[config.mk]
export PLATFORM = sky130hd
export DESIGN_NAME = refillBuffer
export DESIGN_NICKNAME = d
export VERILOG_FILES = /design/src/logic/dcachePkg.sv /design/src/logic/refillBuffer.sv
export SDC_FILE = /design/constraint.sdc
export NUM_CORES = 1
export LEC_CHECK = 0
export ABC_AREA = 1
export BUFFER_PORTS_ARGS = -buffer_cell sky130_fd_sc_hd__buf_4
export CORE_MARGIN = 2
export CORE_UTILIZATION = 50
export CTS_CLUSTER_DIAMETER = 40
export DETAILED_ROUTE_END_ITERATION = 6
export HOLD_SLACK_MARGIN = 0.15
export PLACE_DENSITY = 0.84
export SKIP_LAST_GASP = 1
export SYNTH_ARGS = -nofsm -noshare
export SYNTH_HDL_FRONTEND = slang
export SYNTH_SLANG_ARGS = --single-unit
[constraint.sdc]
create_clock -name clk -period 6.31 [get_ports clk]
set_input_delay 1.262 -clock clk [delete_from_list [all_inputs] [get_ports clk]]
set_output_delay 1.262 -clock clk [all_outputs]
set_load 0.01 [all_outputs]
[src/logic/dcachePkg.sv]
`default_nettype none

package dcachePkg;

  localparam int AddrWidth = 32;
  localparam int XLen = 64;
  localparam int LineWidth = 256;
  localparam int BeatsPerLine = 4;
  localparam int NumWays = 2;
  localparam int NumSets = 64;
  localparam int OffsetWidth = 5;
  localparam int IndexWidth = 6;
  localparam int TagWidth = 21;
  localparam logic [3:0] CachedRegion = 4'b1000;

  typedef logic [LineWidth-1:0] lineData_t;
  typedef logic [XLen-1:0] wordData_t;
  typedef logic [7:0] byteMask_t;

  // the same address word, seen as cache fields or as memory region
  typedef union packed {
    struct packed {
      logic [TagWidth-1:0]   tag;
      logic [IndexWidth-1:0] index;
      logic [1:0]            word;
      logic [2:0]            byteOff;
    } line;
    struct packed {
      logic [3:0]  region;
      logic [27:0] rest;
    } region;
  } addr_u;

  typedef struct packed {
    logic      write;
    addr_u     addr;
    wordData_t data;
    byteMask_t mask;
  } cpuReq_t;

  typedef struct packed {
    logic [AddrWidth-1:0] addr;
    lineData_t            data;
    byteMask_t            mask;
    logic                 single;
  } memWrReq_t;

  typedef struct packed {
    logic                hit;
    logic                valid;
    logic                dirty;
    logic [TagWidth-1:0] tag;
    lineData_t           line;
  } wayStatus_t;

  typedef struct packed {
    logic [IndexWidth-1:0]  index;
    logic                   fill;
    logic                   store;
    lineData_t              line;
    logic [LineWidth/8-1:0] byteMask;
  } wayWrite_t;

  typedef enum logic [2:0] {
    Idle,
    Lookup,
    WriteBack,
    RefillReq,
    Refill,
    Fill,
    Uncached
  } ctrlState_t;

endpackage

`default_nettype wire

[src/logic/refillBuffer.sv]
`default_nettype none

module refillBuffer (
  input  logic                 clk,
  input  logic                 rst_n,
  input  logic                 clear_i,
  input  logic                 beatValid_i,
  input  dcachePkg::wordData_t beat_i,
  output dcachePkg::lineData_t line_o
);
  import dcachePkg::*;

  logic [$clog2(BeatsPerLine)-1:0] beatCnt;
  lineData_t                       lineReg;

  // beat position, restarted before every refill
  always_ff @(posedge clk or negedge rst_n) begin
    if (!rst_n) begin
      beatCnt <= '0;
    end else if (clear_i) begin
      beatCnt <= '0;
    end else if (beatValid_i) begin
      beatCnt <= beatCnt + 1'b1;
    end
  end

  // beats come in ascending word order
  always_ff @(posedge clk) begin
    if (beatValid_i) begin
      lineReg[beatCnt*XLen +: XLen] <= beat_i;
    end
  end

  assign line_o = lineReg;

endmodule

`default_nettype wire

---- Word-level counts from Yosys, hierarchy flattened ----
Index checks and enable logic that the tools add are counted.
word-level totals
  flip-flop bits (word level) ............. 258
  output and inout bits ................... 256
  word-level logic and storage cells ...... 10
operators by class
  add/subtract/negate cells ............... 2
  shift operators ......................... 2
  muxes and demuxes ....................... 3
  reductions and logical operators ........ 1
operators by type and width
  operator                                                 number
  bitwise mux 256 bit                                      1
  variable shift 64 x 34 -> 256 bit, first input constant  1
  variable part select 64 x 34 -> 256 bit                  1
  negation 8 -> 34 bit                                     1
  2-to-1 mux 2 bit                                         2
  adder 2 x 1 -> 2 bit, second input constant              1
  nonzero test 2 bit                                       1

---- Logic depth before layout (Yosys ltp) ----
  depth in word-level cells ............... 3
  mapped depth ............................ 8
  gate-level depth less buffers ........... 5

---- Least setup slack after synthesis ----
Ideal clock, no wire load.
  kind .................................... input port to flip-flop
  start ................................... input beatValid_i
  end ..................................... register lineReg[0] (netlist: line_o[0]), enable pin
  library setup time ...................... 0.418 ns
  arrival ................................. 2.548 ns
  data required time ...................... 5.892 ns
  slack ................................... 3.343 ns
  cell stages on the path ................. 2
  buffers on the path ..................... 0
  cell sequence ........................... nand2_1 inv_1
RTL lines
  item                           line                source
  start, declared                refillBuffer.sv:7   input logic beatValid_i,
  end signal, assigned by index  refillBuffer.sv:30  lineReg[beatCnt*XLen +: XLen] <= beat_i;
  end, declared                  refillBuffer.sv:14  lineData_t lineReg;
No word-level cell between the ends.

---- Final worst setup path ----
  start ................................... register beatCnt[0]
  end ..................................... register lineReg[252] (netlist: line_o[252]) (data pin)
between the ends
  cells in the longest elaborated chain, start to end .. 3
  elaborated cells between the ends (all ways) .. 4
  classes of those cells .................. add/sub: 1; shift: 2; mux: 1
RTL lines
  item                                                                                          line                source
  start, declared                                                                               refillBuffer.sv:13  logic [$clog2(BeatsPerLine)-1:0] beatCnt;
  start signal, assigned                                                                        refillBuffer.sv:23  beatCnt <= beatCnt + 1'b1;
  negation 8 -> 34 bit (*)                                                                      refillBuffer.sv:30
  variable part select 64 x 34 -> 256 bit or variable shift 64 x 34 -> 256 bit (tied branches)  refillBuffer.sv:30
  bitwise mux 256 bit (*)                                                                       refillBuffer.sv:30
Mark *: on every way between the ends. The rest lies on a longest branch, timed or not.
A chain may end at the register's enable or synchronous reset.

==> summary.md <==
| Metric | Value |
|---|---|
| Clock transition at the registers of the reported paths | `0.06 ns` |
| CTS tree | `done` |
| Peak Freq | `297 MHz` |
| CP max stage cell | `inv_2` |
| Crit path cell chain | `inv_1, ha_1, inv_2, nand2_2, buf_4, nor2_1` |
| Crit Path Class | `reg -> reg` |
| I/O Buffers | `323` |
| Placed Area | `12600 sq um` |
| Worst slew pin tran | `1.26 ns` |
| CP max FO | `65` |
| Grt ovf | `0` |
| Via count | `7607` |
| I/O pin cnt | `324` |
| Final setup TNS | `0 ns` |
| R2r endpoint | `line_o[252]` |
| Hold Buf Count CTS | `0` |
| Status | `finished clean` |
| R2R cell count | `6` |
| Tot GR Track Use | `27.4%` |
| Post-route cell area | `13600 sq um` |
| Diode count | `0` |
| Dpl hpwl | `20.1 mm` |
| First-pass GRT wire length | `44.3 mm` |
| Worst EP required | `6.70 ns` |
| Synth unique cells | `13` |
| Arrival @ worst endpoint | `3.75 ns` |
| Cell Count Post-Placement | `1341` |
| Fillers | `1421` |
| Total CTS buffers | `31` |
| Power density cells | `311 nW/um^2` |
| Fraction of registers with async set/reset | `0.775%` |
| Final core occ | `68.0%` |
| Avg Cell Area, Syn | `12.7 sq um` |
| Core footprint | `20000 sq um` |
| Yosys warning total | `0` |
| Leading cell type in the layout, fill and taps excluded | `buf_4` |
| Clock tree buffer depth | `3` |
| DR iter-0 viols | `778` |
| Synth Instances | `797` |
| Critical Path Start Type | `flip-flop` |
| PostCTS Resize Cnt | `0` |
| RSZ-0062 raised after global routing | `false` |
| Pin count of the biggest net entering global routing | `69` |
| Post-Syn Area | `10100 sq um` |
| Routed WL per cell | `21.6 microns` |
| Hold Fails Final Rpt | `0` |
| Die ar. | `21400 sq um` |
| Chip Width | `146 microns` |
| Post-Layout Cell Count | `1396` |
| Static leakage | `0.00544 uW` |
| Post-synth EDFFs | `256` |
| Area occupied by multi-input gates | `1980 sq um` |
| Overall Power | `4240 uW` |
| Slew HR | `15.5%` |
| Vias in the first global route | `7353` |
| Die H | `146 microns` |
| CTS sink cnt | `258` |
| Final-stage net count | `1177` |
| Seq/Total Area, Yosys | `76.4%` |
| Worst min-delay path class | `in -> async` |
| Final Wtd Congestion | `0.862` |
| Worst-skew pair later-pin latency | `0.53 ns` |
| CTS root buf | `clkbuf_16` |
| Post-CTS Setup Bufs | `0` |
| Area Growth Syn to Fin | `34.5%` |
| Initial antenna violation count | `0` |
| Starting density of the core | `50.6%` |
| Vias/cell | `5.45` |
| Final ANT Viol Nets | `0` |
| Layout cell share with drive strength beyond 1 | `34.9%` |
| Synth Register Bits | `258` |
| Post-Syn Nets | `870` |
| R2R Setup Slk | `2.95 ns` |
| Minimum clock period | `3.36 ns` |
| Final slew viol count | `0` |
| Setup crit end | `line_o[252]` |
| TritonRoute pass-1 iters | `5` |
| Drt total wl | `30.2 mm` |
| Max-cap viol count | `0` |
| Crit path from | `beatCnt[0]` |
| Crit share post-route | `53.3%` |
| Row count | `52` |
| Clock Skew | `0.0113 ns` |
| Reg-to-reg startpoint | `beatCnt[0]` |
| Htree depth | `1` |
| Setup crit end kind | `flip-flop` |
| Critical Path Max Stage Delay | `0.92 ns` |
| Reg area | `7740 sq um` |
| Most frequent cells in the layout | `buf_4 (333), nor2_1 (258), edfxtp_1 (256), nand3_1 (130), nand2_1 (72)` |
| DRC viols | `0` |
| Setup violators final | `0` |
| Max IR drop VDD | `0.253 mV` |
| Top_reg_cell synth | `edfxtp_1` |
power breakdown:
| group | total (uW) | leakage [uW] | switching (uW) | internal (uW) |
|---|---|---|---|---|
| combinational | 483 | 0.00234 | 331 | 153 |
| clock | 1780 | 0.000490 | 700 | 1080 |
| sequential | 1980 | 0.00261 | 21.5 | 1960 |
worst max-delay path, delay by kind of cell (launching register included):
kind                     cells  cell delay (ns)
buffers and inverters        3             1.55
flip-flops                   1             0.40
AND/OR/NAND/NOR              2             0.85
adder cells (fa/ha/maj)      1             0.36
metrics by stage:
stage | hold WS (ns) | setup WS (ns)
after floorplan | 0.492 | 3.34
after global placement | 0.509 | 3.07
after detailed placement | 0.531 | 3.00
after CTS | 0.486 | 2.98
after global routing | 0.487 | 2.75
final | 0.498 | 2.95
cells in the mapped netlist (2+ instances only):
cell type	count	share of area [%]
buf_2	43	2.1
buf_4	2	0.15
buf_6	13	1.4
dfrtp_1	2	0.49
edfxtp_1	256	76
ha_1	5	0.62
inv_1	9	0.33
inv_2	2	0.074
nand2_1	73	2.7
nand2_2	3	0.19
nand3_1	130	6.4
nor2_1	258	9.6
sequential cells by signal (all words and copies together), names as in the netlist:
name     flops
beatCnt      2
line_o     256
worst min path at each step:
| stage | start | to | slack (ns) | depth (start not counted) |
|---|---|---|---|---|
| 5_1_grt | rst_n | beatCnt[0] | 0.49 | 1 |
| 3_5_place_dp | beatCnt[1] | beatCnt[1] | 0.53 | 2 |
| 6_report | rst_n | beatCnt[0] | 0.50 | 1 |
| 3_3_place_gp | beatCnt[1] | beatCnt[1] | 0.51 | 2 |
| 4_1_cts | rst_n | beatCnt[0] | 0.49 | 1 |
| 2_1_floorplan | beatCnt[1] | beatCnt[1] | 0.49 | 2 |
final cells by class:
cell class	count	share of cell area, %
inverter	11	0.349
clock inverter	19	1.72
clock buffer	36	5.83
sequential	258	56.8
tap	270	2.48
timing repair buffer	333	18.3
multi-input combinational	469	14.5
cells by family after synthesis:
family / after synthesis / share of synthesized area, %
flip-flops: 258 / 76.4
adder cells (fa/ha/maj): 5 / 0.617
buffers and inverters: 70 / 4.16
AND/OR/NAND/NOR: 464 / 18.9
routing by layer:
metal | vias up | GRT usage, % | wire length, microns
li1 | 3363 | - | -
met1 | 3627 | 34.2 | 10600
met3 | 84 | 6.94 | 3380
met2 | 533 | 45.6 | 14800
met4 | 0 | 12.5 | 1430
met5 | - | 0 | 0
Power figures use the tool's default switching activity.
