### src/logic/dcachePkg.sv
`default_nettype none

package dcachePkg;

  localparam int AddrWidth = 32;
  localparam int XLen = 64;
  localparam int LineWidth = 256;
  localparam int BeatsPerLine = 4;
  localparam int NumWays = 2;
  localparam int NumSets = 64;
  localparam int OffsetWidth = 5;
  localparam int IndexWidth = 6;
  localparam int TagWidth = 21;
  localparam logic [3:0] CachedRegion = 4'b1000;

  typedef logic [LineWidth-1:0] lineData_t;
  typedef logic [XLen-1:0] wordData_t;
  typedef logic [7:0] byteMask_t;

  // the same address word, seen as cache fields or as memory region
  typedef union packed {
    struct packed {
      logic [TagWidth-1:0]   tag;
      logic [IndexWidth-1:0] index;
      logic [1:0]            word;
      logic [2:0]            byteOff;
    } line;
    struct packed {
      logic [3:0]  region;
      logic [27:0] rest;
    } region;
  } addr_u;

  typedef struct packed {
    logic      write;
    addr_u     addr;
    wordData_t data;
    byteMask_t mask;
  } cpuReq_t;

  typedef struct packed {
    logic [AddrWidth-1:0] addr;
    lineData_t            data;
    byteMask_t            mask;
    logic                 single;
  } memWrReq_t;

  typedef struct packed {
    logic                hit;
    logic                valid;
    logic                dirty;
    logic [TagWidth-1:0] tag;
    lineData_t           line;
  } wayStatus_t;

  typedef struct packed {
    logic [IndexWidth-1:0]  index;
    logic                   fill;
    logic                   store;
    lineData_t              line;
    logic [LineWidth/8-1:0] byteMask;
  } wayWrite_t;

  typedef enum logic [2:0] {
    Idle,
    Lookup,
    WriteBack,
    RefillReq,
    Refill,
    Fill,
    Uncached
  } ctrlState_t;

endpackage

`default_nettype wire

### src/logic/wayMerge.sv
`default_nettype none

module wayMerge (
  input  dcachePkg::wayStatus_t                 status_i [dcachePkg::NumWays],
  input  dcachePkg::addr_u                      addr_i,
  input  logic [$clog2(dcachePkg::NumWays)-1:0] victimWay_i,
  output logic                                  hit_o,
  output dcachePkg::wordData_t                  rdData_o,
  output logic                                  victimDirty_o,
  output dcachePkg::memWrReq_t                  victimReq_o
);
  import dcachePkg::*;

  wayStatus_t victim;

  // at most one way hits, so the words can be ORed
  always_comb begin
    hit_o = 1'b0;
    rdData_o = '0;
    for (int w = 0; w < NumWays; w++) begin
      if (status_i[w].hit) begin
        hit_o = 1'b1;
        rdData_o = rdData_o | status_i[w].line[addr_i.line.word*XLen +: XLen];
      end
    end
  end

  assign victim = status_i[victimWay_i];

  // only a valid line can need a write-back
  assign victimDirty_o = victim.valid && victim.dirty;

  // whole-line write at the victim's own address
  always_comb begin
    victimReq_o.addr = {victim.tag, addr_i.line.index, {OffsetWidth{1'b0}}};
    victimReq_o.data = victim.line;
    victimReq_o.mask = '1;
    victimReq_o.single = 1'b0;
  end

endmodule

`default_nettype wire

### config.mk
export PLATFORM = sky130hd
export DESIGN_NAME = wayMerge
export DESIGN_NICKNAME = d
export VERILOG_FILES = /design/src/logic/dcachePkg.sv /design/src/logic/wayMerge.sv
export SDC_FILE = /design/constraint.sdc
export NUM_CORES = 1
export LEC_CHECK = 0
export BUFFER_PORTS_ARGS = -buffer_cell sky130_fd_sc_hd__buf_2
export CAP_MARGIN = 5
export CORE_AREA = 2 2 370 372
export DETAILED_ROUTE_END_ITERATION = 8
export DIE_AREA = 0 0 372 374
export GPL_TIMING_DRIVEN = 1
export PLACE_DENSITY_LB_ADDON = 0.05
export SLEW_MARGIN = 20
export SYNTH_ARGS = -nofsm -noshare
export SYNTH_HDL_FRONTEND = slang
export SYNTH_SLANG_ARGS = --single-unit
### constraint.sdc
create_clock -name vclk -period 3.1
set_clock_uncertainty 0.05 [all_clocks]
set_input_delay 0 -clock vclk [all_inputs]
set_output_delay 0 -clock vclk [all_outputs]
set_load 0.02 [all_outputs]
* Word level (Yosys, flattened, before mapping)
Index checks and enable logic that the tools add are counted.
** Word-level totals
- Output and inout port bits :: 363
- Flip-flop bits (word level) :: 0
** Operators by class
- Bitwise operators :: 2
- Shifts and indexed selects :: 2
- $lt $le $gt $ge :: 1
- Mux-type cells :: 7
- Reductions and logical operators :: 1
** Operators with widths (count)
- two-way mux 279 bit :: 3
- variable part select 256 x 9 -> 64 bit :: 2
- two-way mux 64 bit :: 2
- bitwise OR 64 bit :: 1
- greater-or-equal comparator 2 bit, second input constant :: 1
- two-way mux 1 bit :: 2
- NOT 1 -> 2 bit :: 1
- logical AND 1 bit :: 1

* Depth between registers and ports, before layout
Gate-level depths: netlist of run 1.
- Word-level depth :: 5
- Gate-level depth with buffers :: 6

* Worst setup path before layout of run 1
Ideal clock, no wire load.
- Path kind :: input to output
- Start point :: input addr_i[4] in the netlist's numbering
- End point :: output rdData_o[11]
- Data required time :: 3050 ps
- Arrival :: 1076 ps
- Slack :: 1974 ps
- Stages on the path :: 6
- Buffers on the path :: 3
- Cell sequence :: clkbuf_1 buf_2 buf_2 mux4_2 nand2_1 o221ai_1
** On the way
- Cells in the longest elaborated chain, start to end :: 4
** RTL lines
- start, declared :: line wayMerge.sv:5 : input dcachePkg::addr_u addr_i,
- variable part select 256 x 9 -> 64 bit :: line wayMerge.sv:23 : rdData_o = rdData_o | status_i[w].line[addr_i.line.word*XLen +: XLen];
- two-way mux 64 bit :: line wayMerge.sv:21 : if (status_i[w].hit) begin
- bitwise OR 64 bit :: line wayMerge.sv:23
- two-way mux 64 bit (*) :: line wayMerge.sv:21
- end, declared :: line wayMerge.sv:8 : output dcachePkg::wordData_t rdData_o,
Mark *: on every way between the ends. The rest lies on a longest branch, timed or not.

* Worst setup path in the final report of run 1
- Start point :: input addr_i[4] in the netlist's numbering
- End point :: output rdData_o[33]
The elaborated chain is that of the path after synthesis.

==> metrics.md, run 1 <==
| Metric | Value |
|---|---|
| Status | complete, no violations |
| Fin crit period | 1.839 ns |
| Fmax | 543.9 MHz |
| Kind of critical path | primary input to output pin |
| LEAKAGE | 6.448 nW |
| Clock Power Share | 0% |
| Fin. Hold Viols | 0 |
| Post-DRT Antenna Nets | 0 |
| Initial DRC count | 188 |
| Clock buf count | 0 |
| Max Cap Viol | 0 |
| Grt total ovfl | 0 |
| Die area | 139100 um^2 |
| Routed via count | 10.08k |
| Initial antenna violation count | 32 |
| Slew Viols, Final | 0 |
| Internal power | 1.107 mW |
| Average size of a mapped cell | 10.64 um^2 |
| Headroom to the max-slew limit | 52.97% |
| RSZ-0062 raised after global routing | false |
| Via density | 3.003 |
| Combinational power share | 100.0% |
| First-pass DRT Iterations | 4 |
| Tcrit/Tclk final | 59.31% |
| Design Power | 2.639 mW |
| # fillers | 15.85k |
| Power per cell area | 184.9 nW/um^2 |
| Post_cts resized | 0 |
| Final core utilization | 10.58% |
| Post-CTS setup buffers | 0 |
| Critical path fanouts, max | 48 |
| CP Capture Type | output pin |
| Site row count | 135 |
| Global Route Usage Sum | 9.482% |
| Routed WL | 71.87 mm |
| Placed Area | 14190 um^2 |
| Die extent in x | 372 um |
| First-pass GRT wire length | 93.27 mm |
| Sequential power share | 0% |
| Worst EP required | 3.05 ns |
| Number of global-route vias before repair | 11.18k |
| Setup ws final | 1.261 ns |
| Ratio of cells with drive above 1 in the final layout | 84.73% |
| Wire length per cell | 21.41 um |
| Peak VDD IR | 0.08153 mV |
| Die H | 374 um |
| Sw power | 1.532 mW |
| HP Class | primary input to output pin |
| Hold_buf cts | 6 |
| Port buffer count | 906 |
| Crit path DAT | 1.79 ns |
| Critical Path Start Type | primary input |
| Setup Viol. Count Final | 0 |
| Final TNS setup | 0 ns |
| DPL Wire Length | 62.19 mm |
| Pre-CTS setup slack | 1.032 ns |
| Syn. warnings | 0 |
| Top-Level Pins | 956 |
| Syn Inst Count | 705 |
| # DRC | 0 |
| FFs & Latches | 0 |
| GP Congestion | 0.7995 |
| Mapped Area | 7505 um^2 |
| Pin slew with the least headroom to its limit | 0.7054 ns |
| Largest net degree at the start of global routing | 57 |
| Register area share after synthesis | 0% |
| Cell variety after synth | 16 |
| Layout net count | 2160 |
| Final instance area | 14280 um^2 |
| Area growth from synthesis to layout | 90.25% |
| Register area | 0 um^2 |
| Initial Utilization | 5.561% |
| Core Region | 135000 um^2 |
| Sw frac | 58.06% |
-- worst max-delay path: stages --
cell and delay (ns):
buf_8 0.44, buf_4 0.50, mux4_2 0.36, nand2_1 0.09
o221ai_2 0.13, buf_2 0.20
-- area by class of cell --
| class | count | area, um^2 | share of cell area [%] |
|---|---|---|---|
| multi-input cells | 617 | 6990 | 48.96 |
| repair buffers | 948 | 5031 | 35.24 |
| well taps | 1781 | 2228 | 15.61 |
| diodes | 11 | 27.53 | 0.1928 |
-- layout by cell type (no fill, tap or decap), drive strengths merged --
cell / n
dlygate4sd3: 6
mux4: 64
buf: 942
conb: 14
mux2i: 128
o221ai: 64
o21ai: 1
or2: 1
mux2: 277
diode: 11
nand2b: 1
nand2: 66
nand3: 1
-- logic make-up after synthesis --
logic type / Yosys count / share of synthesized area [%]
other cells: 2 / 0.1001
compound gates: 65 / 10.87
simple gates: 69 / 3.535
buf+inv: 100 / 7.653
mux: 469 / 77.84
-- layer usage --
metal	up-vias	GRT usage [%]	part of all wire [%]
met5	-	0	0.36
li1	4588	-	-
met1	4935	10.10	36
met4	38	0.1598	0.32
met2	472	18.89	54
met3	48	2.889	8.5
-- worst paths after layout --
path                       from               end  slack (ns)  cells after the start
hold / removal    status_i[553]  victimReq_o[293]        0.30                      3
setup / recovery      addr_i[4]      rdData_o[33]        1.26                      6
-- stage by stage --
stage          cells  hold WS, ns
2_1_floorplan    717      0.06259
3_3_place_gp    3340     -0.04986
4_1_cts         3346       0.2962
3_5_place_dp    3340     -0.04986
6_report        3357       0.2961
5_1_grt         3352       0.3065
-- power groups by stage --
stage                     logic [mW]  clock network [mW]  registers (mW)
after CTS                       2.72                   0               0
after floorplan                 1.46                   0               0
after global routing            2.83         0.000000259               0
final                           2.64         0.000000115               0
after global placement          2.73                   0               0
after detailed placement        2.70                   0               0
-- cell usage after synthesis, drive strengths merged --
cell,n,area [um^2]
nand3,1,5.000
mux2i,128,1281
nand2b,1,6.260
o21ai,1,5.000
conb,2,7.510
or2,1,6.260
o221ai,64,810.8
clkbuf,7,26.28
nand2,66,247.7
mux4,64,1441
mux2,277,3119
buf,93,548.0
Note: power is estimated with default switching activity, not from simulation.
==> inputs of run 2 (changes only) <==
- CORE_AREA: 2 2 370 372 -> 2 2 375 377
- DIE_AREA: 0 0 372 374 -> 0 0 377 379
- clock period: 3.1 -> 1.8 ns (I/O delays scaled with it)
==> metrics.md, run 2 (same netlist as run 1, synthesis figures left out) <==
| Metric | Value |
|---|---|
| Status | complete, no violations |
| Fin. Hold Viols | 0 (unchanged) |
| Critical path fanouts, max | 19 (-60%) |
| Tcrit/Tclk final | 89.56% |
| Internal power | 1.975 mW (+78%) |
| # DRC | 0 (unchanged) |
| Initial DRC count | 280 (+49%) |
| Clock Power Share | 0% (unchanged) |
| Core Region | 138800 um^2 (+2.9%) |
| Worst path slowest cell | mux2i_1 |
| CP Capture Type | output pin |
| Initial antenna violation count | 22 (-31%) |
| Pin slew with the least headroom to its limit | 0.5130 ns (-0.1924 ns) |
| Power per cell area | 317.7 nW/um^2 (+72%) |
| DPL Wire Length | 65.07 mm (+4.6%) |
| Die extent in x | 377 um (+1.3%) |
| LEAKAGE | 6.642 nW (+3.0%) |
| Area growth from synthesis to layout | 95.10% |
| Fmax | 620.3 MHz |
| First-pass GRT wire length | 94.64 mm (+1.5%) |
| HP Class | primary input to output pin |
| First-pass DRT Iterations | 4 (unchanged) |
| Max Cap Viol | 0 (unchanged) |
| Grt total ovfl | 0 (unchanged) |
| Register area | 0 um^2 (unchanged) |
| Initial Utilization | 5.405% (-0.16 points) |
| Ratio of cells with drive above 1 in the final layout | 85.14% (+0.42 points) |
| Worst EP required | 1.75 ns (-1.30 ns) |
| Largest net degree at the start of global routing | 35 (-39%) |
| Fin crit period | 1.612 ns |
| Via density | 3.002 (about the same) |
| Setup ws final | 0.1880 ns (-1.073 ns) |
| GP Congestion | 0.7968 (-0.34%) |
| Die area | 142900 um^2 (+2.7%) |
| Sw power | 2.677 mW (+75%) |
| Die H | 379 um (+1.3%) |
| Peak VDD IR | 0.08583 mV (+5.3%) |
| Commonest cells after routing, fill and taps aside | buf_2, mux2_2, mux2i_1, nand2_1, mux4_2 |
| # fillers | 16.23k (+2.4%) |
| Routed WL | 73.32 mm (+2.0%) |
| Clock buf count | 0 (unchanged) |
| Post-DRT Antenna Nets | 0 (unchanged) |
| Sw frac | 57.55% (-0.51 points) |
| Global Route Usage Sum | 9.416% (-0.066 points) |
| Layout net count | 2197 (+1.7%) |
| Headroom to the max-slew limit | 65.80% (+13 points) |
| Critical Path Start Type | primary input |
| RSZ-0062 raised after global routing | false |
| Sequential power share | 0% (unchanged) |
| Pre-CTS setup slack | -0.005866 ns (-1.038 ns) |
| Routed via count | 10.27k (+1.8%) |
| Most common cell after layout, fill and taps aside | buf_2 |
| Slowest Stage Delay on Critical Path | 0.36 ns (-0.14 ns) |
| Number of global-route vias before repair | 11.47k (+2.6%) |
| Post-CTS setup buffers | 0 (unchanged) |
| Critical-path cell list | buf_8, buf_12, buf_4, mux2i_1, o221ai_1, buf_2 |
| Wire length per cell | 21.45 um (+0.18%) |
| Port buffer count | 906 (unchanged) |
| Setup Viol. Count Final | 0 (unchanged) |
| Crit path DAT | 1.56 ns (-0.23 ns) |
| FFs & Latches | 0 (unchanged) |
| Final TNS setup | 0 ns (unchanged) |
| Slew Viols, Final | 0 (unchanged) |
| Combinational power share | 100.0% (about the same) |
| Kind of critical path | primary input to output pin |
| Top-Level Pins | 956 (unchanged) |
| Site row count | 137 (+1.5%) |
-- run 2: changes by cell type in the layout (fill, tap and decap cells not counted), sizes merged --
cell	delta
buf	+37
diode	-1
-- run 2: final cells by class --
cell class | instances | area [um^2] | share of cell area [%]
antenna | 10 | 25.02 | 0.1709
multi-input combinational | 617 | 6997 | 47.79
tap | 1807 | 2261 | 15.44
timing repair buffer | 985 | 5359 | 36.60
-- run 2: critical path: cells and delay by family --
kind	cells	cell delay, ns
compound gates	1	0.30
mux	1	0.36
buf+inv	4	0.87
-- run 2: repair_timing --
item / 4_1_cts / 5_1_grt
endpoints found under the hold margin: 6 / 0
hold buffers: 6 / 0
gates resized for setup: 1 / 0
setup endpoints to repair: 1 / 0
-- run 2: per-stage QoR --
step | instance area (um^2) | instances | utilization, % | hold WS [ns] | power, mW
floorplan | 7550 | 717 | - | 0.06259 | 2.521
global placement | 14550 | 3403 | 10.48 | -0.04986 | 4.816
detailed placement | 14550 | 3403 | 10.48 | -0.04986 | 4.753
CTS | 14620 | 3409 | 10.53 | 0.2975 | 4.794
global route | 14630 | 3414 | 10.54 | 0.3119 | 4.993
finish | 14640 | 3419 | 10.55 | 0.2948 | 4.652
-- run 2: final timing paths --
| check | from | to | slack, ns | depth (start not counted) |
|---|---|---|---|---|
| min | status_i[538] | victimReq_o[278] | 0.29 | 3 |
| max | addr_i[4] | rdData_o[2] | 0.19 | 6 |
-- run 2: layer usage --
metal	routed length, um	global-route usage (%)
met5	141	0
met4	794	0.9358
met1	27650	10.36
met2	39690	18.55
met3	5049	2.261
-- run 2: power groups by stage --
stage | logic [mW] | registers [mW] | clock network (mW)
2_1_floorplan | 2.52 | 0 | 0
3_3_place_gp | 4.82 | 0 | 0
3_5_place_dp | 4.75 | 0 | 0
4_1_cts | 4.79 | 0 | 0
5_1_grt | 4.99 | 0 | 0.000000373
6_report | 4.65 | 0 | 0.000000594
