<file path="src/logic/dcachePkg.sv">
`default_nettype none

package dcachePkg;

  localparam int AddrWidth = 32;
  localparam int XLen = 64;
  localparam int LineWidth = 256;
  localparam int BeatsPerLine = 4;
  localparam int NumWays = 2;
  localparam int NumSets = 64;
  localparam int OffsetWidth = 5;
  localparam int IndexWidth = 6;
  localparam int TagWidth = 21;
  localparam logic [3:0] CachedRegion = 4'b1000;

  typedef logic [LineWidth-1:0] lineData_t;
  typedef logic [XLen-1:0] wordData_t;
  typedef logic [7:0] byteMask_t;

  // the same address word, seen as cache fields or as memory region
  typedef union packed {
    struct packed {
      logic [TagWidth-1:0]   tag;
      logic [IndexWidth-1:0] index;
      logic [1:0]            word;
      logic [2:0]            byteOff;
    } line;
    struct packed {
      logic [3:0]  region;
      logic [27:0] rest;
    } region;
  } addr_u;

  typedef struct packed {
    logic      write;
    addr_u     addr;
    wordData_t data;
    byteMask_t mask;
  } cpuReq_t;

  typedef struct packed {
    logic [AddrWidth-1:0] addr;
    lineData_t            data;
    byteMask_t            mask;
    logic                 single;
  } memWrReq_t;

  typedef struct packed {
    logic                hit;
    logic                valid;
    logic                dirty;
    logic [TagWidth-1:0] tag;
    lineData_t           line;
  } wayStatus_t;

  typedef struct packed {
    logic [IndexWidth-1:0]  index;
    logic                   fill;
    logic                   store;
    lineData_t              line;
    logic [LineWidth/8-1:0] byteMask;
  } wayWrite_t;

  typedef enum logic [2:0] {
    Idle,
    Lookup,
    WriteBack,
    RefillReq,
    Refill,
    Fill,
    Uncached
  } ctrlState_t;

endpackage

`default_nettype wire

</file>
<file path="src/logic/dcacheCtrl.sv">
`default_nettype none

module dcacheCtrl (
  input  logic                                  clk,
  input  logic                                  rst_n,
  input  logic                                  reqValid_i,
  input  dcachePkg::cpuReq_t                    req_i,
  input  logic                                  hit_i,
  input  logic                                  victimDirty_i,
  input  dcachePkg::lineData_t                  refillLine_i,
  input  logic                                  rdReady_i,
  input  logic                                  rdDataValid_i,
  input  logic                                  rdLast_i,
  input  logic                                  wrReady_i,
  input  dcachePkg::memWrReq_t                  victimReq_i,
  output logic                                  reqReady_o,
  output logic                                  respValid_o,
  output dcachePkg::addr_u                      reqAddr_o,
  output logic [$clog2(dcachePkg::NumWays)-1:0] victimWay_o,
  output dcachePkg::wayWrite_t                  wayWr_o,
  output logic [dcachePkg::NumWays-1:0]         wayWe_o,
  output logic                                  refillClear_o,
  output logic                                  rdReqValid_o,
  output dcachePkg::addr_u                      rdAddr_o,
  output logic                                  wrReqValid_o,
  output dcachePkg::memWrReq_t                  wrReq_o
);
  import dcachePkg::*;

  ctrlState_t state;
  ctrlState_t nextState;
  cpuReq_t    reqLatch;
  logic [$clog2(NumWays)-1:0] replBit;
  logic       uncachedStore;
  logic       storeHit;
  wordData_t  storeWord;
  byteMask_t  storeMask;
  memWrReq_t  uncReq;

  always_ff @(posedge clk or negedge rst_n) begin
    if (!rst_n) begin
      state <= Idle;
    end else begin
      state <= nextState;
    end
  end

  // request payload, taken only on acceptance
  always_ff @(posedge clk) begin
    if (reqValid_i && reqReady_o) begin
      reqLatch <= req_i;
    end
  end

  // flips once per miss, after the victim line is replaced
  always_ff @(posedge clk or negedge rst_n) begin
    if (!rst_n) begin
      replBit <= '0;
    end else if (state == Fill) begin
      replBit <= replBit + 1'b1;
    end
  end

  assign uncachedStore = reqLatch.write && (reqLatch.addr.region.region != CachedRegion);
  assign storeHit = (state == Lookup) && reqLatch.write && !uncachedStore && hit_i;

  always_comb begin
    nextState = state;
    case (state)
      Idle: begin
        if (reqValid_i) nextState = Lookup;
      end
      Lookup: begin
        if (uncachedStore) begin
          nextState = Uncached;
        end else if (hit_i) begin
          nextState = Idle;
        end else if (victimDirty_i) begin
          nextState = WriteBack;
        end else begin
          nextState = RefillReq;
        end
      end
      WriteBack: begin
        if (wrReady_i) nextState = RefillReq;
      end
      RefillReq: begin
        if (rdReady_i) nextState = Refill;
      end
      Refill: begin
        if (rdDataValid_i && rdLast_i) nextState = Fill;
      end
      Fill: begin
        nextState = Lookup;
      end
      Uncached: begin
        if (wrReady_i) nextState = Idle;
      end
      default: begin
        nextState = Idle;
      end
    endcase
  end

  assign reqReady_o = (state == Idle);
  assign respValid_o = ((state == Lookup) && hit_i && !uncachedStore) ||
                       ((state == Uncached) && wrReady_i);
  assign reqAddr_o = reqLatch.addr;
  assign victimWay_o = replBit;

  // right-aligned store word moved to its byte lane
  assign storeWord = reqLatch.data << {reqLatch.addr.line.byteOff, 3'b000};
  assign storeMask = reqLatch.mask << reqLatch.addr.line.byteOff;

  always_comb begin
    wayWr_o = '0;
    wayWr_o.index = reqLatch.addr.line.index;
    wayWr_o.fill = (state == Fill);
    wayWr_o.store = storeHit;
    if (state == Fill) begin
      wayWr_o.line = refillLine_i;
      wayWr_o.byteMask = '1;
    end else begin
      wayWr_o.line = {BeatsPerLine{storeWord}};
      wayWr_o.byteMask[reqLatch.addr.line.word*8 +: 8] = storeMask;
    end
  end

  // a store hit enables every way, only the hitting way takes it
  always_comb begin
    wayWe_o = '0;
    if (state == Fill) begin
      wayWe_o[replBit] = 1'b1;
    end else if (storeHit) begin
      wayWe_o = '1;
    end
  end

  assign refillClear_o = (state == RefillReq);
  assign rdReqValid_o = (state == RefillReq);
  assign rdAddr_o = {reqLatch.addr.line.tag, reqLatch.addr.line.index, {OffsetWidth{1'b0}}};

  always_comb begin
    uncReq = '0;
    uncReq.addr = reqLatch.addr;
    uncReq.addr[2:0] = 3'b000;
    uncReq.data[XLen-1:0] = storeWord;
    uncReq.mask = storeMask;
    uncReq.single = 1'b1;
  end

  assign wrReqValid_o = (state == WriteBack) || (state == Uncached);
  assign wrReq_o = (state == Uncached) ? uncReq : victimReq_i;

endmodule

`default_nettype wire

</file>
<file path="config.mk">
export PLATFORM = sky130hd
export DESIGN_NAME = dcacheCtrl
export DESIGN_NICKNAME = d
export VERILOG_FILES = /design/src/logic/dcachePkg.sv /design/src/logic/dcacheCtrl.sv
export SDC_FILE = /design/constraint.sdc
export NUM_CORES = 1
export LEC_CHECK = 0
export BUFFER_PORTS_ARGS = -buffer_cell sky130_fd_sc_hd__buf_4
export CORE_AREA = 2 2 523 525
export DETAILED_ROUTE_END_ITERATION = 16
export DIE_AREA = 0 0 525 527
export PLACE_DENSITY = 0.3
export SLEW_MARGIN = 15
export SYNTH_ARGS = -nofsm -noshare
export SYNTH_HDL_FRONTEND = slang
export SYNTH_SLANG_ARGS = --single-unit
</file>
<file path="constraint.sdc">
create_clock -name clk -period 10.1 [get_ports clk]
set_input_delay 0.505 -clock clk [delete_from_list [all_inputs] [get_ports clk]]
set_output_delay 0.505 -clock clk [all_outputs]
set_load 0.005 [all_outputs]
</file>
### Word level (Yosys, flattened, before mapping)

Cells that the tools add are included.
Widths: inputs -> output; s select.

* word-level logic and storage cells: 57
* bits in registers: 109

* reductions and logical operators: 15
* $add $sub $neg: 2
* muxes and demuxes: 15
* bitwise gates (word level): 1
* equality and inequality tests: 12
* shift operators: 4
* magnitude comparators: 2

Operators by type and width (number)
* $mux 297: 1
* $mux 288: 1
* $shl 64x6->64: 1
* $neg 5->34: 1
* $shift 8x34->32 const A: 1
* $shiftx 8x34->32: 1
* $and 32x32->32: 1
* $pmux 3 s7: 1
* $mux 3: 6
* $logic_and 1x1->1: 10
* $ne 2x2->1 const B: 5
* $eq 3x3->1 const B: 3
* $shl 8x3->8: 1
* $eq 3x2->1 const B: 2
* $mux 2: 3
* $reduce_and 5->1: 1
* $ne 4x4->1 const B: 1
* $eq 3x1->1 const B: 1
* $logic_not 3->1: 1
* $logic_or 1x1->1: 2
* $lt 1x2->1 const B: 1
* $mux 1: 2
* $add 1x1->1 const B: 1
* $demux 1 s1: 1
* other kinds (2): 2

### Logic depth before layout (Yosys ltp)

Gate-level depths: netlist of the first run.

* word-level depth: 7
* gate-level depth with buffers: 8
* mapped depth without buffers: 5

### Worst setup path before layout of the first run

Ideal clock, no wire load.

* kind: register to register
* start point: register state[1]
* end point: register reqLatch, in the netlist reqAddr_o[0] (enable)
* arrival time: 3.321 ns
* period minus slack after synthesis: 3.797 ns
* setup time: 0.476 ns
* setup slack: 6.303 ns
* stages on the path, launching flop included: 4
* path buffers: 1
* path through: dfrtp_1 clkbuf_1 nor3_1 and2_1

* longest elaborated chain between the ends: 2

RTL lines
* start, declared: line dcacheCtrl.sv:30 `ctrlState_t state;`
* start signal, assigned: line dcacheCtrl.sv:42 `state <= Idle;`
* start signal, assigned: line dcacheCtrl.sv:44 `state <= nextState;`
* $logic_not 3->1: line dcacheCtrl.sv:105 `assign reqReady_o = (state == Idle);`
* net reqReady_o: line dcacheCtrl.sv:16 `output logic reqReady_o,`
* $logic_and 1x1->1: line dcacheCtrl.sv:50 `if (reqValid_i && reqReady_o) begin`
* end signal, assigned: line dcacheCtrl.sv:51 `reqLatch <= req_i;`
* end, declared: line dcacheCtrl.sv:32 `cpuReq_t reqLatch;`

The timed path passes the listed nets, and every way through them passes these cells.
A chain may end at the register's enable or synchronous reset.

==> impl_metrics.yaml, run 1 <==
finish:
  fin_cells: 6112
  final_area_sq_um: 25300
  drive_above_1_share_pct: 58.0
  nNetsFinal: 3171
  areaGrowthSynthToFinish_pct: 126
  regArea_sq_um: 3250
  multi_input_area_sq_um: 6850
  fill_cells: 31866
sta:
  setup_slack_ps: 5300
  drv_slew: 0
  max_slew.worst_pin.slew_ps: 1260
  finalSetupViolations: 0
  tns_ps: 0
  rsz0062_at_grt: "false"
  period_share_pct: 47.5
  skew_ps: 27.4
  finalHoldViolCount: 0
  period_minus_slack_ps: 4800
  slew_headroom_pct: 15.4
  fmax_mhz: 208
global_routing:
  grt_max_degree: 126
  track_usage_pct: 15.2
  overflow: 0
  antenna_found_initial: 131
  grt_pass1_vias: 17135
  grt_pass1_wl_um: 257000
power:
  power_mw: 5.37
  switching_share_pct: 55.6
  intPower_mw: 2.39
  p_sw_mw: 2.99
  peakVddDrop_mv: 0.107
  power_density_nw_per_um2: 212
  p_leak_nw: 11.5
  power_frac_comb_pct: 78.5
  clkPwrFrac_pct: 8.2
  seq_power_share_pct: 13.3
die:
  start_util_pct: 4.12
  die_w_um: 525
  die_h_um: 527
  ios: 1332
  die_area_sq_um: 277000
  rows: 192
  core_area_sq_um: 272000
clocking:
  worstSkewPairLatency_ps: 440
  path_clk_slew_ps: 120
  cts.sinks: 109
  clock_path_buffers: 2
  htree_levels: 3
  root_buffer: "clkbuf_16"
  numCtsBuffers: 9
  cts_tree: "done"
logic_synthesis:
  ys_top_cells_by_area: "edfxtp_1, and2_1, a21o_1"
  synth-simple-area-share_pct: 21.0
  ys_ff_latch: 109
  yosysTopAreaCell: "edfxtp_1"
  synth-adder-area-share_pct: 0.447
  yosysTopAreaCellShare_pct: 28.2
  yosysMostFrequentCell: "nand2_1"
  synthMuxAreaShare_pct: 8.54
  synth_xor_area_share_pct: 0.0782
  syn_avg_cell_area_sq_um: 8.51
  synth-edff-count: 105
  synth_cell_type_count: 59
  ys_warn_count: 0
  async_reset_ff_share_pct: 3.67
  synth_compound_area_share_pct: 30.1
  synthCells: 1316
  synth_top_family_by_area: "compound AO/OA/AOI/OAI gates"
  synth_common_cells: "nand2_1, and2_1, a21o_1"
  synth_ff_type: "edfxtp_1"
  syn_area_sq_um: 11200
  ys_seq_area_share_pct: 29.1
setup_path:
  endpoint_kind: "primary output"
  cp_slowest_cell: "buf_4"
  path_max_fanout: 109
  slowest_delay_ps: 640
  crit_chain: "nand3b_1 > buf_4 > clkinv_8 > buf_4 > nor3_4 > buf_4 > a22o_1 > buf_4"
  path_common_cell: "buf_4"
  arrival_ps: 4290
  start_kind: "flop"
  crit_required_ps: 9600
  critPathKind: "flop to primary output"
routing:
  wl_met1_um: 84300
  vias: 16536
  via_per_inst: 2.71
  ant_nets: 0
  route.met2.wl_um: 103000
  dr.pass1.iters: 8
  wl_met3_um: 27600
  highest-signal-layer: "met5"
  wl_um: 218000
  drt_iter0_markers: 706
  drc_errors: 0
  drt-wirelength-per-cell_um: 35.7
placed_design:
  dp.cells: 6077
  post_dp_cell_area_sq_um: 24900
  hpwl_um: 199000
  pre_cts_ws_ps: 5730
  io_buffers: 1326
  place.gp.congestion: 0.903
min_path:
  hp-class: "primary input to flop"
flow_run:
  drv_cap: 0
run_status:
  status: "completed"
-- layout make-up --
cell class | count | share of cell area (%)
Timing Repair Buffer | 1368 | 40.7
Multi-Input combinational cell | 1005 | 27.1
Tap cell | 3589 | 17.7
Sequential cell | 109 | 12.9
Clock buffer | 9 | 0.890
Clock inverter | 7 | 0.361
Antenna cell | 18 | 0.178
Inverter | 7 | 0.153
-- registers in the layout (all words and copies together), names as in the netlist --
name	count
reqLatch	73
reqAddr_o	32
state	3
victimWay_o	1
-- stage by stage --
stage / util (%) / hold slack, ps
6_report: 9.31 / 227
2_1_floorplan: - / 209
3_3_place_gp: 9.16 / 342
5_1_grt: 9.30 / 187
4_1_cts: 9.29 / 169
3_5_place_dp: 9.17 / 340
-- metal layers --
metal	vias to the layer above	GRT usage, %
met2	1141	25.5
met5	-	0
met1	8095	17.1
met3	229	8.26
met4	46	2.39
li1	7025	-
-- path summary, 6_finish.rpt --
path / depth (start not counted) / start / slack, ps / endpoint
min in group asynchronous: 2 / rst_n / 500 / state[1]
max in group asynchronous: 2 / rst_n / 9460 / state[2]
min reg2reg: 1 / victimWay_o / 750 / victimWay_o
max reg2reg: 3 / state[1] / 7180 / reqAddr_o[1]
max: 8 / state[1] / 5300 / wayWr_o[167]
min: 1 / req_i[101] / 230 / reqAddr_o[29]
-- critical path, delay by kind of cell (launching register included) --
kind,cells,cell delay [ps]
AOI/OAI and AO/OA,1,310
and+or+nand+nor,2,560
DFF,1,580
buffers and inverters,5,2090
-- kinds of logic (layout without fill, tap and decap cells) --
| group | count (synthesis) | after routing |
|---|---|---|
| flops | 109 | 109 |
| xor+xnor | 1 | 1 |
| other cells | 1 | 23 |
| mux | 80 | 80 |
| compound gates | 449 | 449 |
| buf+inv | 206 | 1391 |
| fa+ha+maj | 4 | 4 |
| simple gates | 466 | 466 |
-- power by group through the flow --
stage / Clock (mW) / Sequential (mW) / Combinational (mW)
floorplan: 0 / 0.662 / 1.34
finish: 0.440 / 0.716 / 4.22
detailed placement: 0 / 0.725 / 4.42
CTS: 0.468 / 0.717 / 4.44
global route: 0.472 / 0.726 / 4.57
global placement: 0 / 0.732 / 4.43
-- layout by cell type (no fill, tap or decap), types with 21 or more instances in the layout --
master    instances
buf_4          1365
nand2_1         202
and2_1          195
a21o_1          145
edfxtp_1        105
o21a_1           64
mux2i_1          52
a22o_1           48
o21ai_0          48
nor2_1           27
o21ai_1          21
-- repair_timing --
item                                   4_1_cts  5_1_grt
hold buffers                                 1        0
resized for setup                            0        0
setup buffers                                0        0
endpoints found under the hold margin        4        0
No activity file was read; power rests on OpenSTA's default activity.
==> run 2, diff against run 1 <==
==> constraint.sdc (replaced) <==
create_clock -name clk -period 4.1 [get_ports clk]
set_input_delay 0.205 -clock clk [delete_from_list [all_inputs] [get_ports clk]]
set_output_delay 0.205 -clock clk [all_outputs]
set_load 0.005 [all_outputs]
==> impl_metrics.yaml, run 2 (synthesized netlist as in run 1, its figures left out) <==
sta:
  slew_headroom_pct: 21.8
  tns_ps: 0
  drv_slew: 0
  rsz0062_at_grt: "false"
  max_slew.worst_pin.slew_ps: 1170
  setup_slack_ps: 392
  period_share_pct: 90.4
  finalHoldViolCount: 0
  fmax_mhz: 270
  period_minus_slack_ps: 3710
  finalSetupViolations: 0
  skew_ps: 30.6
power:
  clkPwrFrac_pct: 8.3
  power_frac_comb_pct: 78.5
  peakVddDrop_mv: 0.313
  p_sw_mw: 7.35
  p_leak_nw: 12.2
  seq_power_share_pct: 13.3
  power_density_nw_per_um2: 503
  intPower_mw: 6.12
  switching_share_pct: 54.6
clocking:
  cts_hold_buf: 105
  cts.sinks: 109
  numCtsBuffers: 9
  worstSkewPairLatency_ps: 440
  clock_path_buffers: 2
  cts_tree: "done"
  ctsResizeCount: 0
  htree_levels: 3
  postCtsSetupRepairBufs: 0
  path_clk_slew_ps: 130
  root_buffer: "clkbuf_16"
finish:
  nNetsFinal: 3326
  drive_above_1_share_pct: 56.4
  largest_reg_flops: 73
  mostFrequentLayoutCell: "buf_4"
  regArea_sq_um: 3250
  finish.utilization_pct: 9.86
  multi_input_area_sq_um: 6830
  regMostFlops: "reqLatch"
  fill_cells: 31722
  layout_common_cells: "buf_4, nand2_1, and2_1, a21o_1"
  fin_cells: 6276
  areaGrowthSynthToFinish_pct: 139
global_routing:
  track_usage_pct: 15.4
  overflow: 0
  grt_max_degree: 116
  antenna_found_initial: 149
  grt_pass1_wl_um: 263000
  grt_pass1_vias: 18004
die:
  die_w_um: 525
  die_area_sq_um: 277000
  start_util_pct: 4.12
  ios: 1332
  rows: 192
  core_area_sq_um: 272000
  die_h_um: 527
setup_path:
  critPathKind: "flop to primary output"
  crit_required_ps: 3890
  arrival_ps: 3500
  worstReg2RegEnd: "reqLatch[56]"
  r2r_setup_slack_ps: 1760
  path_max_fanout: 30
  start_kind: "flop"
  r2r_start: "state[2]"
  endpoint_kind: "primary output"
  r2r_cells: 3
routing:
  drt_iter0_markers: 795
  drc_errors: 0
  wl_um: 221000
  via_per_inst: 2.75
  dr.pass1.iters: 5
  drt-wirelength-per-cell_um: 35.2
  vias: 17260
  ant_nets: 0
flow_run:
  drv_cap: 0
run_status:
  status: "completed"
placed_design:
  hpwl_um: 202000
  io_buffers: 1326
  dp.cells: 6128
  pre_cts_ws_ps: 865
  place.gp.congestion: 0.901
min_path:
  hp-class: "primary input to flop"
  hp-start: "req_i[74]"
  hold_depth: 1
  holdPathEnd: "reqAddr_o[2]"
## run 2: changes by cell type in the layout (fill, tap and decap cells not counted), sizes merged
cell         delta
inv             +2
clkinv          -2
buf            +51
dlygate4sd3   +104
diode           +9
## run 2: worst max-delay path by stage
stage,start,slack [ps],depth (start not counted),end
finish,state[1],390,6,wayWr_o[35]
global route,state[1],230,6,wayWr_o[35]
CTS,state[1],320,7,wrReq_o[63]
detailed placement,state[1],860,7,wrReq_o[63]
global placement,state[1],920,7,wrReq_o[63]
floorplan,state[1],300,3,reqAddr_o[0]
## run 2: critical path, stage by stage, from the launching register on
cell and delay, ps:
dfrtp_1 580, nand3b_1 330, clkinv_8 260, nor3_4 1040
buf_4 350, a22o_1 180, buf_4 190
## run 2: routing by layer
layer / track usage, % / routed length [um]
met4: 3.42 / 5410
met1: 17.4 / 87000
met3: 7.51 / 24500
met5: 0 / 429
met2: 25.8 / 104000
## run 2: area by class of cell
class / instances / share of cell area, %
multi-input cells: 1005 / 25.5
inverters: 7 / 0.145
repair buffers: 1523 / 44.0
diodes: 27 / 0.252
clock inverters: 7 / 0.322
well taps: 3589 / 16.8
clock buffers: 9 / 0.841
flip-flops and latches: 109 / 12.1
## run 2: power by group through the flow
stage | combinational [mW] | sequential [mW] | clock, mW
global route | 11.5 | 1.80 | 1.20
CTS | 11.1 | 1.79 | 1.20
finish | 10.6 | 1.78 | 1.12
global placement | 11.0 | 1.82 | 0
detailed placement | 11.0 | 1.81 | 0
floorplan | 3.30 | 1.63 | 0
## run 2: stage by stage
stage / hold WS (ps) / power, mW / instance area, sq um
2_1_floorplan: -90.6 / 4.93 / 11200
3_3_place_gp: 24.1 / 12.8 / 25400
3_5_place_dp: 23.4 / 12.8 / 25400
4_1_cts: 1.72 / 14.1 / 26700
5_1_grt: 12.0 / 14.5 / 26800
6_report: 34.9 / 13.5 / 26800
